## src/source/bus_pkg.sv

```systemverilog
package bus_pkg;

	// --------------------
	// Transfer and response codes
	localparam logic [1:0] TRANS_NONSEQ = 2'b10;
	localparam logic [1:0] TRANS_SEQ    = 2'b11;
	localparam logic [1:0] RESP_OKAY    = 2'b00;

	// --------------------
	// Register map, word aligned
	localparam int W_REG_SEL    = 4;
	localparam int ADDR_SEL_LSB = 2;	// Byte offset below the select
	localparam int ADDR_PIX_LSB = 8;	// Pixel index sits above two spare bits

	localparam logic [W_REG_SEL-1:0] REG_WIDTH_HEIGHT = 4'd1;
	localparam logic [W_REG_SEL-1:0] REG_DELAY_PARAMS = 4'd2;	// start_up 11:0, hsync 23:12
	localparam logic [W_REG_SEL-1:0] REG_LAYER_CONFIG = 4'd4;
	localparam logic [W_REG_SEL-1:0] REG_INPUT_IMAGE  = 4'd5;	// One pixel per write
	localparam logic [W_REG_SEL-1:0] REG_LAYER_START  = 4'd8;
	localparam logic [W_REG_SEL-1:0] REG_LAYER_DONE   = 4'd9;

	// Slave side inputs, 69 bits
	typedef struct packed {
		logic        sel;
		logic        ready;
		logic [1:0]  trans;
		logic [31:0] addr;
		logic        write;
		logic [31:0] wdata;
	} ahb_req_t;

	typedef struct packed {
		logic [3:0]  rsv_hi;
		logic [11:0] height;	// Bits 27:16
		logic [3:0]  rsv_lo;
		logic [11:0] width;	// Bits 11:0
	} geom_t;

	typedef struct packed {
		logic [15:0] rsv_hi;
		logic [2:0]  act_shift;	// Bits 15:13
		logic [4:0]  bias_shift;	// Bits 12:8
		logic [3:0]  rsv_mid;
		logic        act_type;	// 0 ReLU, 1 linear
		logic        rsv_b2;
		logic        rsv_b1;
		logic        is_first_layer;
	} layer_cfg_t;

	// Same write word, decoded per target register
	typedef union packed {
		geom_t       geom;
		layer_cfg_t  layer;
		logic [31:0] raw;
	} cfg_word_u;

endpackage

```

## src/source/cnn_pkg.sv

```systemverilog
package cnn_pkg;

	// --------------------
	// Widths and limits
	localparam int PIX_W        = 8;
	localparam int N_TAP        = 9;	// 3x3 window
	localparam int N_CH         = 4;	// Output channels in parallel
	localparam int MAX_FRAME    = 256;	// Up to 16x16
	localparam int W_PIX_IDX    = 8;
	localparam int W_SIZE       = 12;
	localparam int W_DELAY      = 12;
	localparam int ACC_W        = 20;	// Nine 8x8 signed products
	localparam int PARAM_W      = 16;
	localparam int KERN_LATENCY = 4;	// Window valid to result valid

	typedef struct packed {
		logic [N_TAP-1:0][PIX_W-1:0] tap;	// tap[0] top left, raster order
	} window_t;

	typedef struct packed {
		logic [W_SIZE-1:0]  width;
		logic [W_SIZE-1:0]  height;
		logic [W_DELAY-1:0] start_up_delay;
		logic [W_DELAY-1:0] hsync_delay;
	} frame_cfg_t;

	typedef struct packed {
		logic       act_type;
		logic [4:0] bias_shift;
		logic [2:0] act_shift;
	} quant_cfg_t;

	localparam frame_cfg_t FRAME_CFG_RST = '{width: 12'd4, height: 12'd4,
		start_up_delay: 12'd8, hsync_delay: 12'd4};
	localparam quant_cfg_t QUANT_CFG_RST = '{act_type: 1'b0, bias_shift: 5'd9, act_shift: 3'd7};

	// --------------------
	// First layer coefficients, taps in raster order
	localparam logic signed [PIX_W-1:0] WEIGHTS [N_CH][N_TAP] = '{
		'{8'h8E, 8'h97, 8'hD7, 8'h7F, 8'hA3, 8'hCD, 8'hE5, 8'hFF, 8'h71},
		'{8'h45, 8'hB5, 8'hD1, 8'h13, 8'h80, 8'h5F, 8'hDD, 8'h79, 8'h08},
		'{8'h0D, 8'hF4, 8'hFF, 8'hF1, 8'h7F, 8'hF0, 8'hFC, 8'hED, 8'h01},
		'{8'h45, 8'h87, 8'hEB, 8'h80, 8'h20, 8'h5A, 8'h30, 8'h34, 8'hD3}
	};
	localparam logic [PARAM_W-1:0] SCALES [N_CH] = '{16'd95, 16'd103, 16'd364, 16'd170};
	localparam logic signed [PARAM_W-1:0] BIASES [N_CH] = '{
		-16'sd18620, 16'sd8060, 16'sd370, -16'sd506
	};

endpackage

```

## src/source/cnn_ctrl.sv

```systemverilog
`timescale 1ns/1ps
module cnn_ctrl (
	input  logic                               clk,
	input  logic                               rstn,
	input  bus_pkg::ahb_req_t                  bus_i,
	output logic                               hready_o,
	output logic [1:0]                         hresp_o,
	output logic [31:0]                        hrdata_o,
	output cnn_pkg::frame_cfg_t                frame_cfg_o,
	output cnn_pkg::quant_cfg_t                quant_cfg_o,
	output logic                               first_layer_o,
	output logic                               pix_we_o,
	output logic [cnn_pkg::W_PIX_IDX-1:0]      pix_idx_o,
	output logic [cnn_pkg::PIX_W-1:0]          pix_data_o,
	output logic                               data_run_o,
	output logic [cnn_pkg::W_SIZE-1:0]         row_o,
	output logic [cnn_pkg::W_SIZE-1:0]         col_o
);

	logic [bus_pkg::W_REG_SEL-1:0]  q_sel;	// Address phase select
	logic                           q_wr;
	logic [cnn_pkg::W_PIX_IDX-1:0]  q_pix_idx;
	bus_pkg::cfg_word_u             wr_w, rd_w;
	logic                           accept, start, busy;
	logic                           vsync_run, data_run, hsync_run, done;
	logic [cnn_pkg::W_DELAY-1:0]    vsync_cnt, hsync_cnt;
	logic [cnn_pkg::W_SIZE-1:0]     row, col;

	// --------------------
	// Address phase
	assign accept = bus_i.sel && bus_i.ready &&
		(bus_i.trans == bus_pkg::TRANS_NONSEQ || bus_i.trans == bus_pkg::TRANS_SEQ);

	always_ff @(posedge clk or negedge rstn) begin
		if (!rstn) begin
			q_sel <= '0;
			q_wr  <= 1'b0;
		end else if (accept) begin
			q_sel <= bus_i.addr[bus_pkg::ADDR_SEL_LSB +: bus_pkg::W_REG_SEL];
			q_wr  <= bus_i.write;
		end else begin
			q_wr <= 1'b0;	// Select held for readback
		end
	end

	always_ff @(posedge clk) begin
		if (accept) begin
			q_pix_idx <= bus_i.addr[bus_pkg::ADDR_PIX_LSB +: cnn_pkg::W_PIX_IDX];
		end
	end

	// --------------------
	// Data phase writes
	assign wr_w.raw = bus_i.wdata;

	always_ff @(posedge clk or negedge rstn) begin
		if (!rstn) begin
			frame_cfg_o   <= cnn_pkg::FRAME_CFG_RST;
			quant_cfg_o   <= cnn_pkg::QUANT_CFG_RST;
			first_layer_o <= 1'b0;
		end else if (q_wr) begin
			case (q_sel)
				bus_pkg::REG_WIDTH_HEIGHT: begin
					frame_cfg_o.width  <= wr_w.geom.width;
					frame_cfg_o.height <= wr_w.geom.height;
				end
				bus_pkg::REG_DELAY_PARAMS: begin
					frame_cfg_o.start_up_delay <= wr_w.raw[cnn_pkg::W_DELAY-1:0];
					frame_cfg_o.hsync_delay    <= wr_w.raw[2*cnn_pkg::W_DELAY-1:cnn_pkg::W_DELAY];
				end
				bus_pkg::REG_LAYER_CONFIG: begin
					first_layer_o          <= wr_w.layer.is_first_layer;
					quant_cfg_o.act_type   <= wr_w.layer.act_type;
					quant_cfg_o.bias_shift <= wr_w.layer.bias_shift;
					quant_cfg_o.act_shift  <= wr_w.layer.act_shift;
				end
				default: ;	// Image and start handled below
			endcase
		end
	end

	// Pixel strobe straight from the data phase
	assign pix_we_o   = q_wr && (q_sel == bus_pkg::REG_INPUT_IMAGE);
	assign pix_idx_o  = q_pix_idx;
	assign pix_data_o = wr_w.raw[cnn_pkg::PIX_W-1:0];

	assign busy  = vsync_run | data_run | hsync_run;
	assign start = q_wr && (q_sel == bus_pkg::REG_LAYER_START) && wr_w.raw[0] && !busy;

	// --------------------
	// Readback, valid in the data phase
	always_comb begin
		rd_w = '0;
		case (q_sel)
			bus_pkg::REG_WIDTH_HEIGHT: begin
				rd_w.geom.width  = frame_cfg_o.width;
				rd_w.geom.height = frame_cfg_o.height;
			end
			bus_pkg::REG_DELAY_PARAMS: begin
				rd_w.raw = {8'd0, frame_cfg_o.hsync_delay, frame_cfg_o.start_up_delay};
			end
			bus_pkg::REG_LAYER_CONFIG: begin
				rd_w.layer.is_first_layer = first_layer_o;
				rd_w.layer.act_type       = quant_cfg_o.act_type;
				rd_w.layer.bias_shift     = quant_cfg_o.bias_shift;
				rd_w.layer.act_shift      = quant_cfg_o.act_shift;
			end
			bus_pkg::REG_LAYER_START: rd_w.raw = {31'd0, busy};
			bus_pkg::REG_LAYER_DONE:  rd_w.raw = {31'd0, done};
			default: ;	// Unmapped reads zero
		endcase
	end

	assign hrdata_o = rd_w.raw;
	assign hready_o = 1'b1;	// No wait states
	assign hresp_o  = bus_pkg::RESP_OKAY;

	// --------------------
	// Frame sequencer, one flag per phase
	always_ff @(posedge clk or negedge rstn) begin
		if (!rstn) begin
			vsync_run <= 1'b0;
			data_run  <= 1'b0;
			hsync_run <= 1'b0;
			done      <= 1'b0;
			vsync_cnt <= '0;
			hsync_cnt <= '0;
			row       <= '0;
			col       <= '0;
		end else begin
			if (start) begin
				vsync_run <= 1'b1;
				vsync_cnt <= '0;
				row       <= '0;
				col       <= '0;
				done      <= 1'b0;
			end
			if (vsync_run) begin
				if (vsync_cnt == frame_cfg_o.start_up_delay - 1'b1) begin
					vsync_run <= 1'b0;
					data_run  <= 1'b1;	// First row begins
				end else begin
					vsync_cnt <= vsync_cnt + 1'b1;
				end
			end
			if (data_run) begin
				if (col == frame_cfg_o.width - 1'b1) begin
					data_run  <= 1'b0;
					hsync_run <= 1'b1;
					hsync_cnt <= '0;
				end else begin
					col <= col + 1'b1;
				end
			end
			if (hsync_run) begin
				if (hsync_cnt == frame_cfg_o.hsync_delay - 1'b1) begin
					hsync_run <= 1'b0;
					col       <= '0;
					if (row == frame_cfg_o.height - 1'b1) begin
						done <= 1'b1;	// Held until next start
					end else begin
						row      <= row + 1'b1;
						data_run <= 1'b1;
					end
				end else begin
					hsync_cnt <= hsync_cnt + 1'b1;
				end
			end
		end
	end

	assign data_run_o = data_run;
	assign row_o      = row;
	assign col_o      = col;

endmodule

```

## config.mk

```make
export PLATFORM = sky130hd
export DESIGN_NAME = cnn_ctrl
export DESIGN_NICKNAME = d
export VERILOG_FILES = /design/src/source/bus_pkg.sv /design/src/source/cnn_pkg.sv /design/src/source/cnn_ctrl.sv
export SDC_FILE = /design/constraint.sdc
export NUM_CORES = 1
export LEC_CHECK = 0
export ABC_AREA = 1
export CAP_MARGIN = 20
export CELL_PAD_IN_SITES_DETAIL_PLACEMENT = 0
export CELL_PAD_IN_SITES_GLOBAL_PLACEMENT = 2
export CORE_MARGIN = 3
export CORE_UTILIZATION = 32
export CTS_CLUSTER_DIAMETER = 50
export DETAILED_ROUTE_END_ITERATION = 10
export DONT_BUFFER_PORTS = 1
export HOLD_SLACK_MARGIN = 0.03
export PLACE_DENSITY_LB_ADDON = 0.1
export SYNTH_ARGS = -nofsm -noshare
export SYNTH_HDL_FRONTEND = slang
export SYNTH_SLANG_ARGS = --single-unit
```

## constraint.sdc

```tcl
create_clock -name clk -period 1.9 [get_ports clk]
set_input_delay 0.475 -clock clk [delete_from_list [all_inputs] [get_ports clk]]
set_output_delay 0.475 -clock clk [all_outputs]
set_load 0.1 [all_outputs]
```

==> results by group <==
Synthesis
  • Synth cell types: 38
  • Synth top area share: 0.3445
  • Area leader, netlist: dfrtp_1
  • Top-count cell post-synth: nand2_1
  • Synth Warn #: 0
  • Synth top area cells: dfrtp_1 (34%), nand2_1 (12%), nand3_1 (7.1%)
  • Cells after Synth: 1057
  • Mean Syn Cell Area: 7.285 sq um
  • Number of synthesized flops with an enable pin: 8
  • #FFs+latches synth: 123
  • Ys flop type: dfrtp_1
  • Post-synthesis sequential area ratio: 0.4064
  • Mapped Area: around 7700 sq um
  • Post-synth top cells: nand2_1 (249), inv_1 (143), nand3_1 (109), dfrtp_1 (106), nor2_1 (104)
  • Async SR Flop Fraction: 0.9350

Clock tree
  • Clock Latency Late Sink: 0.42 ns
  • CTS Buf Count: 17
  • CTS tree: built
  • Root buf cell: clkbuf_16
  • Clk slew on worst S/H paths: about 0.07 ns
  • Sink Count: between 100 and 150
  • Htree depth: 4
  • Clock buffer depth: 2

STA
  • Worst slew pin tran: 0.7331 ns
  • RSZ-0062 raised after global routing: yes
  • Fin crit share: 1.285
  • Final setup viols: 81
  • Fmax: a little over 0.4 GHz
  • Final Hold Fails: 115
  • Final worst path period need: 2.441 ns
  • Worst setup margin: -0.5406 ns
  • Fin. max-slew vios: 0
  • Hold slack: -0.2482 ns
  • Rel. slew slack: 0.5106
  • Final Skew: about 0.017 ns

Cells and area
  • Sequential Area: 3234 sq um
  • Layout cells sized above 1: 0.4311
  • Diodes inserted: 0
  • Layout area overhead: 59.07%
  • Fillers: 2304
  • Nets: 1386
  • Area of the multi-input gates: 4727 sq um

Floorplanning
  • DIE WIDTH: 161.1 microns
  • Core Area: 23540 sq um
  • IO Pins: just over 200
  • Initial Utilization: 0.3271
  • Full die area: 25960 sq um
  • Num rows: 56
  • Die height: 161.1 microns

Route
  • Via count: approximately 7600
  • Drt initial violations: 331
  • Detail Route Antenna Nets: 0
  • Final Routed Wirelength: 26.82 mm
  • WL per Instance: between 15 and 20 microns
  • Vias/cell: 4.625
  • Drt pass-1 iters: 5
  • Residual DRC count: 0

Global routing
  • Total Routing Usage GR: 0.2084
  • Largest net degree at the start of global routing: 116
  • Initial antenna violation count: 0
  • Number of global-route vias before repair: 7664
  • First-pass GRT wire length: 42.61 mm
  • Grt ovf: 0

Critical path
  • Critical path arrival: between 1.5 and 2 ns
  • Delay-heaviest family, CP: buffers and inverters
  • Max stage delay on crit path: 0.42 ns
  • Kind of critical path: flop to primary output
  • Critical Path Sink Type: primary output
  • CP required: 1.42 ns
  • CP max FO: 7
  • Crit path max-delay cell type: dfrtp_1
  • WP buf/inv: 6
  • CP Launch Type: flop
  • Crit-path cells: inv_2, nor2_4, inv_2, nor2_4, inv_6, buf_12, buf_12, nor2_4, buf_12

Placed design
  • Dpl hpwl: around 20 mm
  • GPL Wtd Cong: 0.7965
  • PortBufs: 0
  • Post-Place Setup Slack: -0.2979 ns

Power
  • PD cells: 1332 nW/um^2
  • Leak pwr: 5.861 nW
  • Worst VDD drop: around 0.67 mV

Hold path
  • Hold crit path type: input port to async pin

Run status
  • Status: finished, violations left
  • Failing checks: negative hold slack, negative setup slack

Job
  • Max_cap viols: 0
-- metrics by stage --
step	instance area, sq um	power (mW)	cells	TNS [ns]	util
6_report	12250	16.31	1639	-29.36	0.5202
5_1_grt	12250	17.08	1639	-41.01	0.5202
4_1_cts	11970	16.31	1632	-28.57	0.5083
3_5_place_dp	10690	12.74	1579	-15.51	0.4539
3_3_place_gp	10690	12.72	1579	-14.61	0.4539
2_1_floorplan	8277	10.07	1062	-30.85	-
-- routing by layer --
metal | global-route usage | part of all wire
met4 | 0.04419 | 0.012
met1 | 0.2806 | 0.46
met3 | 0.03821 | 0.041
met5 | 0 | 0
met2 | 0.3520 | 0.49
-- worst paths after layout --
kind                                                 start                           to  slack [ns]  depth (start not counted)
worst min-delay path                                  rstn           col_o[8]$_DFF_PN0_       -0.25                          0
worst min register to register              done$_DFF_PN0_               done$_DFF_PN0_        0.49                          2
min in group clk                                 bus_i[42]       pix_idx_o[1]$_DFFE_PP_        0.15                          0
worst max-delay path                  q_sel[0]$_DFFE_PN0P_                 hrdata_o[24]       -0.54                          9
max in group asynchronous                             rstn  frame_cfg_o[38]$_DFFE_PN1P_        1.92                          0
worst max register to register  frame_cfg_o[1]$_DFFE_PN0P_           row_o[1]$_DFF_PN0_       -0.39                         13
-- registers in the layout, indices dropped and copies added, names as in the netlist --
register	flops
hsync_run	1
done	1
vsync_run	1
pix_idx_o	8
quant_cfg_o	9
q_sel	4
data_run_o	1
first_layer_o	1
q_wr	1
col_o	12
vsync_cnt	12
hsync_cnt	12
row_o	12
frame_cfg_o	48
-- cells in the final DEF (no fill, tap or decap), types with 4 or more instances in the layout --
| master | instances |
|---|---|
| o22ai_4 | 9 |
| dfrtp_2 | 51 |
| nor3_1 | 13 |
| inv_4 | 6 |
| clkbuf_16 | 19 |
| inv_2 | 16 |
| nand2_2 | 20 |
| ha_1 | 5 |
| o21ai_0 | 66 |
| buf_6 | 22 |
| dfstp_2 | 6 |
| nor2_4 | 12 |
| nand3_1 | 77 |
| nand2_4 | 19 |
| buf_8 | 4 |
| nand2_1 | 220 |
| buf_4 | 203 |
| o22ai_2 | 4 |
| nor2_1 | 80 |
| o21ai_2 | 12 |
| inv_6 | 9 |
| a21oi_1 | 7 |
| nand3_4 | 5 |
| nand4_1 | 11 |
| edfxtp_1 | 8 |
| nand3b_1 | 8 |
| dfrtp_4 | 8 |
| nand3_2 | 30 |
| nor2_2 | 18 |
| dfrtp_1 | 47 |
| xnor2_1 | 17 |
| inv_1 | 123 |
| xor2_1 | 50 |
| o21ai_1 | 6 |
| a21oi_2 | 15 |
| o21ai_4 | 6 |
| buf_12 | 40 |
| conb_1 | 7 |
-- repair_timing --
item / in CTS / in global routing
endpoints found under the hold margin: 115 / 115
gates cloned: 4 / 1
resized for setup: 106 / 70
setup buffers: 17 / 10
pin swaps: 30 / 35
endpoints found under the setup margin: 82 / 82
-- where the power goes --
group | switching [mW] | leakage, nW | internal [mW]
sequential | 0.499 | 1.30 | 3.24
combinational | 6.61 | 4.28 | 2.76
clock | 1.37 | 0.275 | 1.82
-- layout make-up --
type,count,share of cell area
clock buffer,17,0.03473
clock inverter,15,0.01134
inverter,148,0.04781
multi-input combinational,744,0.3859
sequential,123,0.2641
tap,319,0.03259
timing repair buffer,273,0.2235
-- cell families after synthesis --
logic type,after synthesis,synth area share
AOI/OAI and AO/OA,133,0.09555
xor gates and xnor gates,68,0.07735
adders and majority gates,8,0.01300
buffers and inverters,195,0.1064
DFF,123,0.4064
other,2,0.0009753
and+or+nand+nor,528,0.3003
(Power assumes the default switching activity.)
