File: config.mk
export PLATFORM = sky130hd
export DESIGN_NAME = conv_kern
export DESIGN_NICKNAME = d
export VERILOG_FILES = /design/src/source/cnn_pkg.sv /design/src/source/conv_act_quant.sv /design/src/source/conv_kern.sv
export SDC_FILE = /design/constraint.sdc
export NUM_CORES = 1
export LEC_CHECK = 0
export ABC_AREA = 1
export BUFFER_PORTS_ARGS = -buffer_cell sky130_fd_sc_hd__buf_2
export CAP_MARGIN = 20
export CELL_PAD_IN_SITES_DETAIL_PLACEMENT = 1
export CELL_PAD_IN_SITES_GLOBAL_PLACEMENT = 2
export CORE_MARGIN = 2
export CORE_UTILIZATION = 39
export CTS_CLUSTER_SIZE = 16
export DETAILED_ROUTE_END_ITERATION = 12
export GPL_TIMING_DRIVEN = 0
export PLACE_DENSITY = 0.94
export SYNTH_ARGS = -nofsm -noshare
export SYNTH_HDL_FRONTEND = slang
export SYNTH_HIERARCHICAL = 1
export SYNTH_SLANG_ARGS = --single-unit
File: constraint.sdc
create_clock -name clk -period 7.51 [get_ports clk]
set_input_delay 1.1265 -clock clk [delete_from_list [all_inputs] [get_ports clk]]
set_output_delay 1.1265 -clock clk [all_outputs]
set_load 0.01 [all_outputs]
File: src/source/cnn_pkg.sv
package cnn_pkg;

	// --------------------
	// Widths and limits
	localparam int PIX_W        = 8;
	localparam int N_TAP        = 9;	// 3x3 window
	localparam int N_CH         = 4;	// Output channels in parallel
	localparam int MAX_FRAME    = 256;	// Up to 16x16
	localparam int W_PIX_IDX    = 8;
	localparam int W_SIZE       = 12;
	localparam int W_DELAY      = 12;
	localparam int ACC_W        = 20;	// Nine 8x8 signed products
	localparam int PARAM_W      = 16;
	localparam int KERN_LATENCY = 4;	// Window valid to result valid

	typedef struct packed {
		logic [N_TAP-1:0][PIX_W-1:0] tap;	// tap[0] top left, raster order
	} window_t;

	typedef struct packed {
		logic [W_SIZE-1:0]  width;
		logic [W_SIZE-1:0]  height;
		logic [W_DELAY-1:0] start_up_delay;
		logic [W_DELAY-1:0] hsync_delay;
	} frame_cfg_t;

	typedef struct packed {
		logic       act_type;
		logic [4:0] bias_shift;
		logic [2:0] act_shift;
	} quant_cfg_t;

	localparam frame_cfg_t FRAME_CFG_RST = '{width: 12'd4, height: 12'd4,
		start_up_delay: 12'd8, hsync_delay: 12'd4};
	localparam quant_cfg_t QUANT_CFG_RST = '{act_type: 1'b0, bias_shift: 5'd9, act_shift: 3'd7};

	// --------------------
	// First layer coefficients, taps in raster order
	localparam logic signed [PIX_W-1:0] WEIGHTS [N_CH][N_TAP] = '{
		'{8'h8E, 8'h97, 8'hD7, 8'h7F, 8'hA3, 8'hCD, 8'hE5, 8'hFF, 8'h71},
		'{8'h45, 8'hB5, 8'hD1, 8'h13, 8'h80, 8'h5F, 8'hDD, 8'h79, 8'h08},
		'{8'h0D, 8'hF4, 8'hFF, 8'hF1, 8'h7F, 8'hF0, 8'hFC, 8'hED, 8'h01},
		'{8'h45, 8'h87, 8'hEB, 8'h80, 8'h20, 8'h5A, 8'h30, 8'h34, 8'hD3}
	};
	localparam logic [PARAM_W-1:0] SCALES [N_CH] = '{16'd95, 16'd103, 16'd364, 16'd170};
	localparam logic signed [PARAM_W-1:0] BIASES [N_CH] = '{
		-16'sd18620, 16'sd8060, 16'sd370, -16'sd506
	};

endpackage

File: src/source/conv_act_quant.sv
`timescale 1ns/1ps
module conv_act_quant (
	input  logic                                clk,
	input  logic                                rstn,
	input  logic signed [cnn_pkg::ACC_W-1:0]    acc_i,
	input  logic                                vld_i,
	input  logic [cnn_pkg::PARAM_W-1:0]         scale_i,
	input  logic signed [cnn_pkg::PARAM_W-1:0]  bias_i,
	input  cnn_pkg::quant_cfg_t                 quant_cfg_i,
	output logic [cnn_pkg::PIX_W-1:0]           act_o,
	output logic                                vld_o
);

	logic signed [cnn_pkg::ACC_W+cnn_pkg::PARAM_W:0]    scl_q;	// Scaled, bias shifted
	logic signed [cnn_pkg::ACC_W+cnn_pkg::PARAM_W+1:0]  pre_c;	// Room for bias add
	logic [cnn_pkg::PIX_W-1:0]                          act_c;
	logic                                               vld_q;

	// Stage 2 arithmetic and clamp
	always_comb begin
		pre_c = (scl_q + bias_i) >>> quant_cfg_i.act_shift;
		if (!quant_cfg_i.act_type) begin	// ReLU, clamp 0..255
			if (pre_c < 0) begin
				act_c = '0;
			end else if (pre_c > 255) begin
				act_c = 8'hFF;
			end else begin
				act_c = pre_c[cnn_pkg::PIX_W-1:0];
			end
		end else begin	// Linear, two's complement byte
			if (pre_c < -128) begin
				act_c = 8'h80;
			end else if (pre_c > 127) begin
				act_c = 8'h7F;
			end else begin
				act_c = pre_c[cnn_pkg::PIX_W-1:0];
			end
		end
	end

	always_ff @(posedge clk) begin
		scl_q <= (acc_i * $signed({1'b0, scale_i})) >>> quant_cfg_i.bias_shift;	// Stage 1
		act_o <= act_c;	// Stage 2
	end

	always_ff @(posedge clk or negedge rstn) begin
		if (!rstn) begin
			vld_q <= 1'b0;
			vld_o <= 1'b0;
		end else begin
			vld_q <= vld_i;
			vld_o <= vld_q;
		end
	end

endmodule

File: src/source/conv_kern.sv
`timescale 1ns/1ps
module conv_kern #(
	parameter int CH = 0	// Channel row of the coefficient tables, 0 to 3
) (
	input  logic                       clk,
	input  logic                       rstn,
	input  cnn_pkg::window_t           win_i,
	input  logic                       win_vld_i,
	input  cnn_pkg::quant_cfg_t        quant_cfg_i,
	output logic [cnn_pkg::PIX_W-1:0]  act_o,
	output logic                       vld_o
);

	logic signed [2*cnn_pkg::PIX_W:0]   prod_q [cnn_pkg::N_TAP];	// 9b x 8b signed
	logic signed [cnn_pkg::ACC_W-1:0]   sum_c, sum_q;
	logic [cnn_pkg::KERN_LATENCY-3:0]   vld_sr;	// Stages ahead of quantizer

	// --------------------
	// Product and sum stages
	always_ff @(posedge clk) begin
		for (int k = 0; k < cnn_pkg::N_TAP; k++) begin
			prod_q[k] <= $signed({1'b0, win_i.tap[k]}) * cnn_pkg::WEIGHTS[CH][k];	// Pixel unsigned
		end
		sum_q <= sum_c;
	end

	always_comb begin
		sum_c = '0;
		for (int k = 0; k < cnn_pkg::N_TAP; k++) begin
			sum_c = sum_c + prod_q[k];
		end
	end

	always_ff @(posedge clk or negedge rstn) begin
		if (!rstn) begin
			vld_sr <= '0;
		end else begin
			vld_sr <= {vld_sr[cnn_pkg::KERN_LATENCY-4:0], win_vld_i};
		end
	end

	// Scale, bias, activation
	conv_act_quant u_quant (
		.clk         (clk),
		.rstn        (rstn),
		.acc_i       (sum_q),
		.vld_i       (vld_sr[cnn_pkg::KERN_LATENCY-3]),
		.scale_i     (cnn_pkg::SCALES[CH]),
		.bias_i      (cnn_pkg::BIASES[CH]),
		.quant_cfg_i (quant_cfg_i),
		.act_o       (act_o),
		.vld_o       (vld_o)
	);

endmodule

==> results.toml, run 1 <==
[placed_design]
io_buffer_count = 89
place.detailed.instances = 6448
dpl.hpwl_mm = 102.4
routability_driven_placement_congestion_ratio = 0.9371

[yosys]
post_synth_main_area_contributors = "sky130_fd_sc_hd__fa_1, sky130_fd_sc_hd__ha_1, sky130_fd_sc_hd__nand2_1"
postSynthCellCount = 5026
synth_largest_type_area_fraction = 0.2854
synth.distinct_cells = 56
yosys.area.top_type = "sky130_fd_sc_hd__fa_1"
syn_avg_cell_area_um2 = 7.438
ys_dominant_reg_cell = "sky130_fd_sc_hd__dfxtp_1"
synth-seq-cells = 211
netlist_area_um2 = 37380
synth_enable_flop_cells = 0
synth-warning-count = 6
register_area_share_after_synthesis = 0.1135
asyncSetResetFlopFracSynth = 0.01896

[route]
drt-wirelength-per-cell_um = 17.98
drt.antenna.violating_nets = 0
drc = 0
detailroute.via_count = 32354
drt_first_iter_violations = 1600
via_cell_ratio = 4.989
detailedRoute.firstPassIterationCount = 5
totalWireLength_mm = 116.6

[floorplanning]
die-width_um = 313.6
die_h_um = 313.6
std_cell_rows = 113
coreArea_um2 = 95010
initial_utilization = 0.3935
io_pins = 93
die-area_um2 = 98350

[global_routing]
largest_net_degree_at_the_start_of_global_routing = 15
grt_util_all_layers = 0.2416
grt_antenna_before_repair = 1
grt_remaining_overflow = 0
via_count_of_the_first_global_routing_pass = 36134
grt_pass1_wl_mm = 188.9

[clocking]
cts.root.buffer_cell = "sky130_fd_sc_hd__clkbuf_16"
cts_max_path_buffers = 3
tritoncts = "built"
numClockSinks = 211
worst_setup_hold_path_clk_slew_ps = 60
clk_latency_ps = 590
htree_levels = 1
cts_inserted_buffers = 26

[timing]
finalSetupViolations = 0
final_hold_vios = 0
finalWorstPathRequiredPeriod_ps = 7136
highest_clock_frequency_the_design_can_meet_mhz = 140.1
tns_ps = 0
slew-limit-headroom = 0.4854
unrepaired_setup_endpoints_after_global_routing = "true"
tightestPinTransition_ps = 771.1
final-max-slew-violation-count = 0
timing.clock.skew_ps = 20.05
min_period_over_period = 0.9502

[worst_setup_path]
type_of_element_capturing_the_critical_path = "flip-flop"
path_class = "reg2reg"
worstPathArrival_ps = 7580
critical_path.max_fanout = 10
r2r_cells = 27
startpoint_type = "flip-flop"
required_ps = 7960
r2r_setup_slack_ps = 370

[finish]
antenna_cells_inserted = 0
layout_cell_share_with_drive_strength_beyond_1 = 0.05134
layout.filler_cells = 12048
area.growth.synth_to_final_pct = 8.793
post_layout_cell_count = 6485
finalNetCount = 6292

[worst_hold_path]
hold_class = "in2async"

[outcome]
run_status = "finished, final reports clean"

[run]
number_of_max_cap_violations = 0
==> layer usage <==
layer,track usage,part of all wire,up-vias
li1,-,-,15544
met1,0.2987,0.43,16069
met2,0.4441,0.50,575
met3,0.02243,0.035,164
met4,0.07057,0.032,2
met5,0,0.00011,-
==> flip-flops by register name, summed over array words and instances (netlist names) <==
| name | flops |
|---|---|
| u_quant/vld_o | 1 |
| sum_q | 20 |
| vld_sr | 2 |
| u_quant/scl_q | 37 |
| u_quant/vld_q | 1 |
| u_quant/act_o | 8 |
| prod_q | 142 |
==> synth_stat cells (all sizes together), types with 12 or more instances <==
cell type / instances
a21oi: 149
nor3: 17
buf: 27
xnor2: 28
nor2: 208
o21ai: 95
dfxtp: 207
o211ai: 17
clkbuf: 110
nand2: 1288
nand3: 507
xor2: 87
fa: 533
nand4: 19
inv: 1165
a31oi: 12
or2: 12
ha: 471
==> critical path, stage by stage (launching register included) <==
cell                       delay, ps
sky130_fd_sc_hd__dfxtp_1         530
sky130_fd_sc_hd__clkbuf_4        340
sky130_fd_sc_hd__nand2_1         110
sky130_fd_sc_hd__fa_1            570
sky130_fd_sc_hd__fa_1            440
sky130_fd_sc_hd__fa_1            510
sky130_fd_sc_hd__inv_1            50
sky130_fd_sc_hd__fa_1            500
sky130_fd_sc_hd__fa_1            550
sky130_fd_sc_hd__inv_1            60
sky130_fd_sc_hd__fa_1            530
sky130_fd_sc_hd__inv_1            40
sky130_fd_sc_hd__ha_1            350
sky130_fd_sc_hd__nand2_1         160
sky130_fd_sc_hd__o21ai_0         110
sky130_fd_sc_hd__a21oi_1         130
sky130_fd_sc_hd__nand2_1         190
sky130_fd_sc_hd__nand2_1         130
sky130_fd_sc_hd__nand2_1         110
sky130_fd_sc_hd__a21boi_0        300
sky130_fd_sc_hd__o21ai_0         210
sky130_fd_sc_hd__or2_2           320
sky130_fd_sc_hd__nand3_1         100
sky130_fd_sc_hd__nand3_1         100
sky130_fd_sc_hd__nand3_1         150
sky130_fd_sc_hd__nand3_1         130
sky130_fd_sc_hd__nand3_1         180
sky130_fd_sc_hd__nand2_1          60
==> cell type report <==
cell class / count / area [um2] / area share
clock inverter: 12 / 170.2 / 0.004184
buffer: 124 / 519.2 / 0.01277
clock buffer: 32 / 724.4 / 0.01781
inverter: 1170 / 4397 / 0.1081
timing repair buffer: 95 / 515.5 / 0.01267
multi-input combinational: 3576 / 28510 / 0.7009
sequential: 211 / 4254 / 0.1046
tap: 1265 / 1583 / 0.03892
==> cells in the final DEF (no fill, tap or decap), types with 6 or more instances in the layout <==
master / count
sky130_fd_sc_hd__nand2_1: 1261
sky130_fd_sc_hd__inv_1: 1155
sky130_fd_sc_hd__fa_1: 531
sky130_fd_sc_hd__nand3_1: 492
sky130_fd_sc_hd__ha_1: 471
sky130_fd_sc_hd__dfxtp_1: 201
sky130_fd_sc_hd__nor2_1: 194
sky130_fd_sc_hd__a21oi_1: 140
sky130_fd_sc_hd__buf_2: 101
sky130_fd_sc_hd__xor2_1: 87
sky130_fd_sc_hd__clkbuf_1: 81
sky130_fd_sc_hd__o21ai_0: 80
sky130_fd_sc_hd__conb_1: 70
sky130_fd_sc_hd__xnor2_1: 27
sky130_fd_sc_hd__clkbuf_16: 27
sky130_fd_sc_hd__nand2_2: 24
sky130_fd_sc_hd__nand4_1: 19
sky130_fd_sc_hd__o211ai_1: 17
sky130_fd_sc_hd__buf_1: 16
sky130_fd_sc_hd__nand3_2: 15
sky130_fd_sc_hd__o21ai_1: 14
sky130_fd_sc_hd__nor3_1: 14
sky130_fd_sc_hd__a31oi_1: 12
sky130_fd_sc_hd__o21bai_1: 11
sky130_fd_sc_hd__a21o_1: 10
sky130_fd_sc_hd__nand3b_1: 10
sky130_fd_sc_hd__clkbuf_2: 10
sky130_fd_sc_hd__inv_2: 9
sky130_fd_sc_hd__nor2_2: 9
sky130_fd_sc_hd__or2_2: 9
sky130_fd_sc_hd__a21oi_2: 8
sky130_fd_sc_hd__o21a_1: 6
sky130_fd_sc_hd__buf_4: 6
sky130_fd_sc_hd__mux2i_1: 6
==> path summary, 6_finish.rpt <==
path	from	to
max reg2reg	sum_q[11]$_DFF_P_	u_quant/scl_q[20]$_DFF_P_
min in group clk	vld_sr[1]$_DFF_PN0_	u_quant/vld_q$_DFF_PN0_
max in group asynchronous	rstn	u_quant/vld_o$_DFF_PN0_
min	rstn	vld_sr[0]$_DFF_PN0_
max	sum_q[11]$_DFF_P_	u_quant/scl_q[20]$_DFF_P_
min reg2reg	vld_sr[1]$_DFF_PN0_	u_quant/vld_q$_DFF_PN0_
==> logic make-up after synthesis <==
group	after synthesis	synth area share
adders and majority gates	1004	0.4431
other	2	0.0002009
buffers and inverters	1307	0.1318
AOI/OAI and AO/OA	309	0.04625
DFF	211	0.1135
and+or+nand+nor	2072	0.2366
muxes	6	0.001607
xor gates and xnor gates	115	0.02694
==> stage by stage <==
step             util  instance area (um2)  hold WS [ps]  setup slack [ps]
2_1_floorplan       -                37640         331.2             735.9
3_3_place_gp   0.4175                39670         334.0            -947.3
3_5_place_dp   0.4175                39670         335.6             -1135
4_1_cts        0.4275                40620         305.5             57.52
5_1_grt        0.4281                40670         317.3            -2.744
6_report       0.4281                40670         332.8             374.1
==> timing repair <==
action                     4_1_cts  5_1_grt
setup endpoints to repair       37       36
pin swaps                        1        2
resized for setup               17       41
hold buffers                     0        0
buffers inserted                 2        4
Power of run 1 is left out: the tool's default activity adds up to more than one toggle a clock period on the data nets, which glitch-free logic cannot reach.
==> run 2, diff against run 1 <==
==> constraint.sdc (replaced) <==
create_clock -name clk -period 7.51 [get_ports clk]
set_input_delay 0.751 -clock clk [delete_from_list [all_inputs] [get_ports clk]]
set_output_delay 0.751 -clock clk [all_outputs]
set_load 0.01 [all_outputs]
==> run 2 against run 1 <==
  * Cell count barely moved
  * Worst hold slack worse by 65 ps
  * Routed wire length is essentially flat
  * Worst setup slack improved by 10 ps
  * Design area about the same
  * Non-clock buffer count up 1
  * Die area did not move
  * Clock skew shrank 1.4 ps
  * Register-to-register slack about the same
  * Sequential share of layout area about the same
  * Global-route usage unchanged
  * First-iteration DRC count fell by 2.4%
  * Critical endpoint is now u_quant/scl_q[34]$_DFF_P_
==> results.toml, run 2 (synthesis gave the netlist of run 1 again) <==
[outcome]
run_status = "finished, final reports clean"

[floorplanning]
io_pins = 93
initial_utilization = 0.3935
die-area_um2 = 98350
die_h_um = 313.6
coreArea_um2 = 95010
std_cell_rows = 113
die-width_um = 313.6

[run]
number_of_max_cap_violations = 0

[finish]
antenna_cells_inserted = 0
final_util = 0.4282
top_register = "prod_q"
layout_common_cells = "sky130_fd_sc_hd__nand2_1, sky130_fd_sc_hd__inv_1, sky130_fd_sc_hd__fa_1, sky130_fd_sc_hd__nand3_1, sky130_fd_sc_hd__ha_1"
finalNetCount = 6293
post_layout_cell_count = 6486
layout_cell_share_with_drive_strength_beyond_1 = 0.05133
area.growth.synth_to_final_pct = 8.819
top_regs = "prod_q: 142 flops, u_quant/scl_q: 37 flops, sum_q: 20 flops"
layout.cells.most_common = "sky130_fd_sc_hd__nand2_1"
flip_flop_count_of_the_largest_register_after_layout = 142

[clocking]
tritoncts = "built"
htree_levels = 1
clk_latency_ps = 590
cts.root.buffer_cell = "sky130_fd_sc_hd__clkbuf_16"
numClockSinks = 211
cts_max_path_buffers = 3
cts_inserted_buffers = 26
worst_setup_hold_path_clk_slew_ps = 60

[global_routing]
largest_net_degree_at_the_start_of_global_routing = 15
grt_remaining_overflow = 0
grt_pass1_wl_mm = 188.9
via_count_of_the_first_global_routing_pass = 36141
grt_util_all_layers = 0.2416
grt_antenna_before_repair = 1

[timing]
slew-limit-headroom = 0.4866
final_hold_vios = 0
timing.clock.skew_ps = 18.67
final-max-slew-violation-count = 0
highest_clock_frequency_the_design_can_meet_mhz = 140.3
finalWorstPathRequiredPeriod_ps = 7126
min_period_over_period = 0.9488
unrepaired_setup_endpoints_after_global_routing = "true"
finalSetupViolations = 0
tightestPinTransition_ps = 769.2
tns_ps = 0

[placed_design]
place.detailed.instances = 6448
routability_driven_placement_congestion_ratio = 0.9371
io_buffer_count = 89
dpl.hpwl_mm = 102.4

[worst_setup_path]
critPathBufInv = 8
critical_path.max_fanout = 10
timing.rr.start = "sum_q[19]$_DFF_P_"
startpoint_type = "flip-flop"
path_class = "reg2reg"
required_ps = 7910
max_stage_delay_ps = 680
type_of_element_capturing_the_critical_path = "flip-flop"
cp_slowest_cell = "sky130_fd_sc_hd__fa_2"
worstPathArrival_ps = 7520
setup.worst_path.start = "sum_q[19]$_DFF_P_"
crit_family = "adder cells"

[route]
totalWireLength_mm = 116.6
drc = 0
drt_first_iter_violations = 1562
detailedRoute.firstPassIterationCount = 5
detailroute.via_count = 32400
drt-wirelength-per-cell_um = 17.97
via_cell_ratio = 4.995
drt.antenna.violating_nets = 0

[worst_hold_path]
hold_class = "in2reg"
worst_hold_startpoint = "win_vld_i"
[run 2: worst paths after layout]
| check | to | slack (ps) | cells after the start |
|---|---|---|---|
| min | vld_sr[0]$_DFF_PN0_ | 270 | 1 |
| max | u_quant/scl_q[34]$_DFF_P_ | 380 | 26 |
| min reg2reg | u_quant/vld_q$_DFF_PN0_ | 350 | 0 |
| max reg2reg | u_quant/scl_q[34]$_DFF_P_ | 380 | 26 |
| max in group asynchronous | u_quant/vld_o$_DFF_PN0_ | 6860 | 2 |
| min in group asynchronous | vld_sr[0]$_DFF_PN0_ | 530 | 2 |
[run 2: cell type report]
class	instances	area, um2
Timing Repair Buffer	96	525.5
Tap cell	1265	1583
Buffer	124	519.2
Inverter	1170	4397
Clock buffer	32	724.4
Clock inverter	12	170.2
Sequential cell	211	4254
Fill cell	12047	54330
Multi-Input combinational cell	3576	28510
[run 2: metal layers]
| layer | track usage | share of wire | vias to the layer above | routed length (um) |
|---|---|---|---|---|
| met5 | 0 | 0.00011 | - | 13 |
| met4 | 0.07057 | 0.032 | 2 | 3731 |
| met3 | 0.02236 | 0.034 | 172 | 3963 |
| met2 | 0.4441 | 0.50 | 575 | 58630 |
| met1 | 0.2988 | 0.43 | 16101 | 50250 |
| li1 | - | - | 15550 | - |
[run 2: worst register-to-register path, stage by stage (launching register included)]
cell and delay [ps]:
sky130_fd_sc_hd__dfxtp_4 410, sky130_fd_sc_hd__buf_4 220, sky130_fd_sc_hd__nand2_1 160, sky130_fd_sc_hd__fa_2 680, sky130_fd_sc_hd__inv_1 110, sky130_fd_sc_hd__fa_2 480, sky130_fd_sc_hd__buf_12 170, sky130_fd_sc_hd__buf_12 130
sky130_fd_sc_hd__fa_1 560, sky130_fd_sc_hd__inv_1 110, sky130_fd_sc_hd__fa_1 530, sky130_fd_sc_hd__fa_1 530, sky130_fd_sc_hd__fa_1 540, sky130_fd_sc_hd__inv_1 40, sky130_fd_sc_hd__ha_1 290, sky130_fd_sc_hd__inv_1 240
sky130_fd_sc_hd__nor4_2 110, sky130_fd_sc_hd__a221oi_1 280, sky130_fd_sc_hd__nand2_1 170, sky130_fd_sc_hd__xnor2_2 220, sky130_fd_sc_hd__inv_1 140, sky130_fd_sc_hd__nand2_1 120, sky130_fd_sc_hd__o21ai_1 110, sky130_fd_sc_hd__nand2_1 130
sky130_fd_sc_hd__nand2_1 90, sky130_fd_sc_hd__a21oi_2 220, sky130_fd_sc_hd__o21ai_1 170
[run 2: repair_timing]
item	4_1_cts	5_1_grt
pin swaps	1	2
setup endpoints to repair	37	36
gates resized for setup	17	41
hold endpoints to repair	4	0
buffers inserted	2	4
hold buffers	1	0
[run 2: metrics by stage]
| step | hold WS, ps | area, um2 | setup slack, ps |
|---|---|---|---|
| global placement | 334.0 | 39670 | -947.3 |
| finish | 267.5 | 40680 | 384.4 |
| global route | 256.6 | 40680 | -2.744 |
| detailed placement | 335.6 | 39670 | -1135 |
| CTS | 237.7 | 40630 | 57.52 |
| floorplan | 331.2 | 37640 | 735.9 |
Power of run 2 is left out for the same reason.
==> run 3, diff against run 2 <==
Settings changed: CORE_UTILIZATION 39 to 40, CTS_BUF_LIST set to sky130_fd_sc_hd__clkbuf_4 sky130_fd_sc_hd__clkbuf_8, PLACE_DENSITY 0.94 to 0.95.
==> run 3 against run 2 <==
  * Routed wire length is 0.63% higher
  * Worst setup slack better by 5.5 ps
  * Non-clock buffer count is 1 higher
  * Fmax hardly changed
  * Critical path depth is 1 lower
  * Critical path type unchanged
  * Register-to-register slack hardly changed
  * Cell count is 0.15% higher
  * Worst hold slack better by 17 ps
  * Sequential share of layout area hardly changed
  * Sequential cell count stayed put
  * Design area is 0.26% lower
==> results.toml, run 3 (synthesis gave the netlist of run 1 again) <==
[outcome]
run_status = "finished, final reports clean"

[route]
drt.antenna.violating_nets = 0
totalWireLength_mm = 117.3
drc = 0
drt_first_iter_violations = 1599
detailroute.via_count = 32564
drt-wirelength-per-cell_um = 18.06
detailedRoute.firstPassIterationCount = 5
via_cell_ratio = 5.013

[timing]
final-max-slew-violation-count = 0
highest_clock_frequency_the_design_can_meet_mhz = 140.4
tightestPinTransition_ps = 792.8
final_hold_vios = 0
finalSetupViolations = 0
finalWorstPathRequiredPeriod_ps = 7120
timing.clock.skew_ps = 40.17
tns_ps = 0
min_period_over_period = 0.9481
unrepaired_setup_endpoints_after_global_routing = "false"
slew-limit-headroom = 0.4709

[worst_setup_path]
critical_path.max_fanout = 10
timing.rr.start = "sum_q[13]$_DFF_P_"
path_class = "reg2reg"
type_of_element_capturing_the_critical_path = "flip-flop"
worstPathArrival_ps = 7600
required_ps = 7990
startpoint_type = "flip-flop"
setup.worst_path.start = "sum_q[13]$_DFF_P_"

[finish]
layout.filler_cells = 11732
flip_flop_count_of_the_largest_register_after_layout = 142
top_regs = "prod_q: 142 flops, u_quant/scl_q: 37 flops, sum_q: 20 flops"
final_area_um2 = 40580
final_util = 0.4367
layout.cells.most_common = "sky130_fd_sc_hd__nand2_1"
post_layout_cell_count = 6496
layout_cell_share_with_drive_strength_beyond_1 = 0.05514
area.growth.synth_to_final_pct = 8.538
top_register = "prod_q"
layout_common_cells = "sky130_fd_sc_hd__nand2_1, sky130_fd_sc_hd__inv_1, sky130_fd_sc_hd__fa_1, sky130_fd_sc_hd__nand3_1, sky130_fd_sc_hd__ha_1"
finalNetCount = 6306

[placed_design]
postPlaceCellArea_um2 = 39650
place.detailed.instances = 6437
routability_driven_placement_congestion_ratio = 0.9392
dpl.hpwl_mm = 102.8
io_buffer_count = 89

[global_routing]
grt_remaining_overflow = 0
largest_net_degree_at_the_start_of_global_routing = 13
grt_util_all_layers = 0.2511
via_count_of_the_first_global_routing_pass = 36235
grt_pass1_wl_mm = 188.4
grt_antenna_before_repair = 3

[floorplanning]
io_pins = 93
die-width_um = 309.7
std_cell_rows = 112
die-area_um2 = 95920
coreArea_um2 = 92910
die_h_um = 309.7
initial_utilization = 0.4024

[clocking]
tritoncts = "built"
numClockSinks = 211
cts.root.buffer_cell = "sky130_fd_sc_hd__clkbuf_8"
clk_latency_ps = 620
cts_inserted_buffers = 38
htree_levels = 2
cts_max_path_buffers = 3
worst_setup_hold_path_clk_slew_ps = 60

[worst_hold_path]
hold_class = "in2reg"
worst_hold_startpoint = "win_i[41]"

[run]
number_of_max_cap_violations = 0
run 3: cell types whose count changed in the layout (fill, tap and decap cells not counted), moves of 2 or more:
cell and change:
sky130_fd_sc_hd__clkbuf_8 +43, sky130_fd_sc_hd__clkbuf_16 -27, sky130_fd_sc_hd__clkbuf_4 +8, sky130_fd_sc_hd__clkinvlp_4 -4, sky130_fd_sc_hd__buf_4 +3, sky130_fd_sc_hd__buf_12 -2
sky130_fd_sc_hd__clkbuf_1 -2
run 3: through the flow:
stage | setup WS, ps | hold slack, ps
after detailed placement | -1044 | 335.8
after CTS | 133.0 | 249.0
after global placement | -911.4 | 332.7
final | 389.9 | 284.9
after global routing | 4.159 | 267.3
after floorplan | 735.9 | 331.2
run 3: routing by layer:
| metal | GRT usage | wire, um |
|---|---|---|
| met1 | 0.3038 | 49880 |
| met5 | 0 | 11 |
| met4 | 0.09009 | 4605 |
| met2 | 0.4599 | 58660 |
| met3 | 0.02507 | 4160 |
run 3: repair_timing:
item / in CTS / in global routing
hold endpoints to repair: 4 / 0
resized for setup: 20 / 36
buffers inserted: 4 / 3
endpoints found under the setup margin: 36 / 36
hold buffers: 1 / 0
pin swaps: 1 / 3
run 3: final timing paths:
| check | to | slack, ps | depth (start not counted) |
|---|---|---|---|
| setup / recovery | u_quant/scl_q[20]$_DFF_P_ | 390 | 25 |
| hold / removal | prod_q[5][1]$_DFF_P_ | 280 | 1 |
| setup reg to reg | u_quant/scl_q[20]$_DFF_P_ | 390 | 25 |
| hold reg to reg | vld_sr[1]$_DFF_PN0_ | 350 | 0 |
| max in group asynchronous | vld_sr[0]$_DFF_PN0_ | 6840 | 2 |
| min in group asynchronous | u_quant/vld_q$_DFF_PN0_ | 550 | 2 |
run 3: area by class of cell:
class                   instances  area (um2)  area share
plain buffers                 124       521.8     0.01286
repair buffers                 97       508.0     0.01252
multi-input cells            3576       28510      0.7026
inverters                    1170        4397      0.1084
clock inverters                10       128.9    0.003176
flip-flops and latches        211        4253      0.1048
diodes                          1       2.502  0.00006167
clock buffers                  53       685.7     0.01690
well taps                    1254        1569     0.03867
run 3: critical path: stages (launching register included):
cell and delay (ps):
sky130_fd_sc_hd__dfxtp_1 530, sky130_fd_sc_hd__clkbuf_4 330, sky130_fd_sc_hd__nand2_1 100, sky130_fd_sc_hd__fa_1 560, sky130_fd_sc_hd__fa_1 440, sky130_fd_sc_hd__fa_1 510
sky130_fd_sc_hd__inv_1 50, sky130_fd_sc_hd__fa_1 500, sky130_fd_sc_hd__fa_1 530, sky130_fd_sc_hd__fa_1 490, sky130_fd_sc_hd__ha_1 380, sky130_fd_sc_hd__a21oi_1 340
sky130_fd_sc_hd__o21ai_0 160, sky130_fd_sc_hd__a21oi_1 140, sky130_fd_sc_hd__nand2_1 200, sky130_fd_sc_hd__nand2_1 130, sky130_fd_sc_hd__nand2_1 120, sky130_fd_sc_hd__a21boi_0 280
sky130_fd_sc_hd__o21ai_0 170, sky130_fd_sc_hd__or2_2 310, sky130_fd_sc_hd__nand3_1 100, sky130_fd_sc_hd__nand3_1 110, sky130_fd_sc_hd__nand3_1 150, sky130_fd_sc_hd__nand3_1 140
sky130_fd_sc_hd__nand3_1 180, sky130_fd_sc_hd__nand2_1 70
Power of run 3 is left out for the same reason.
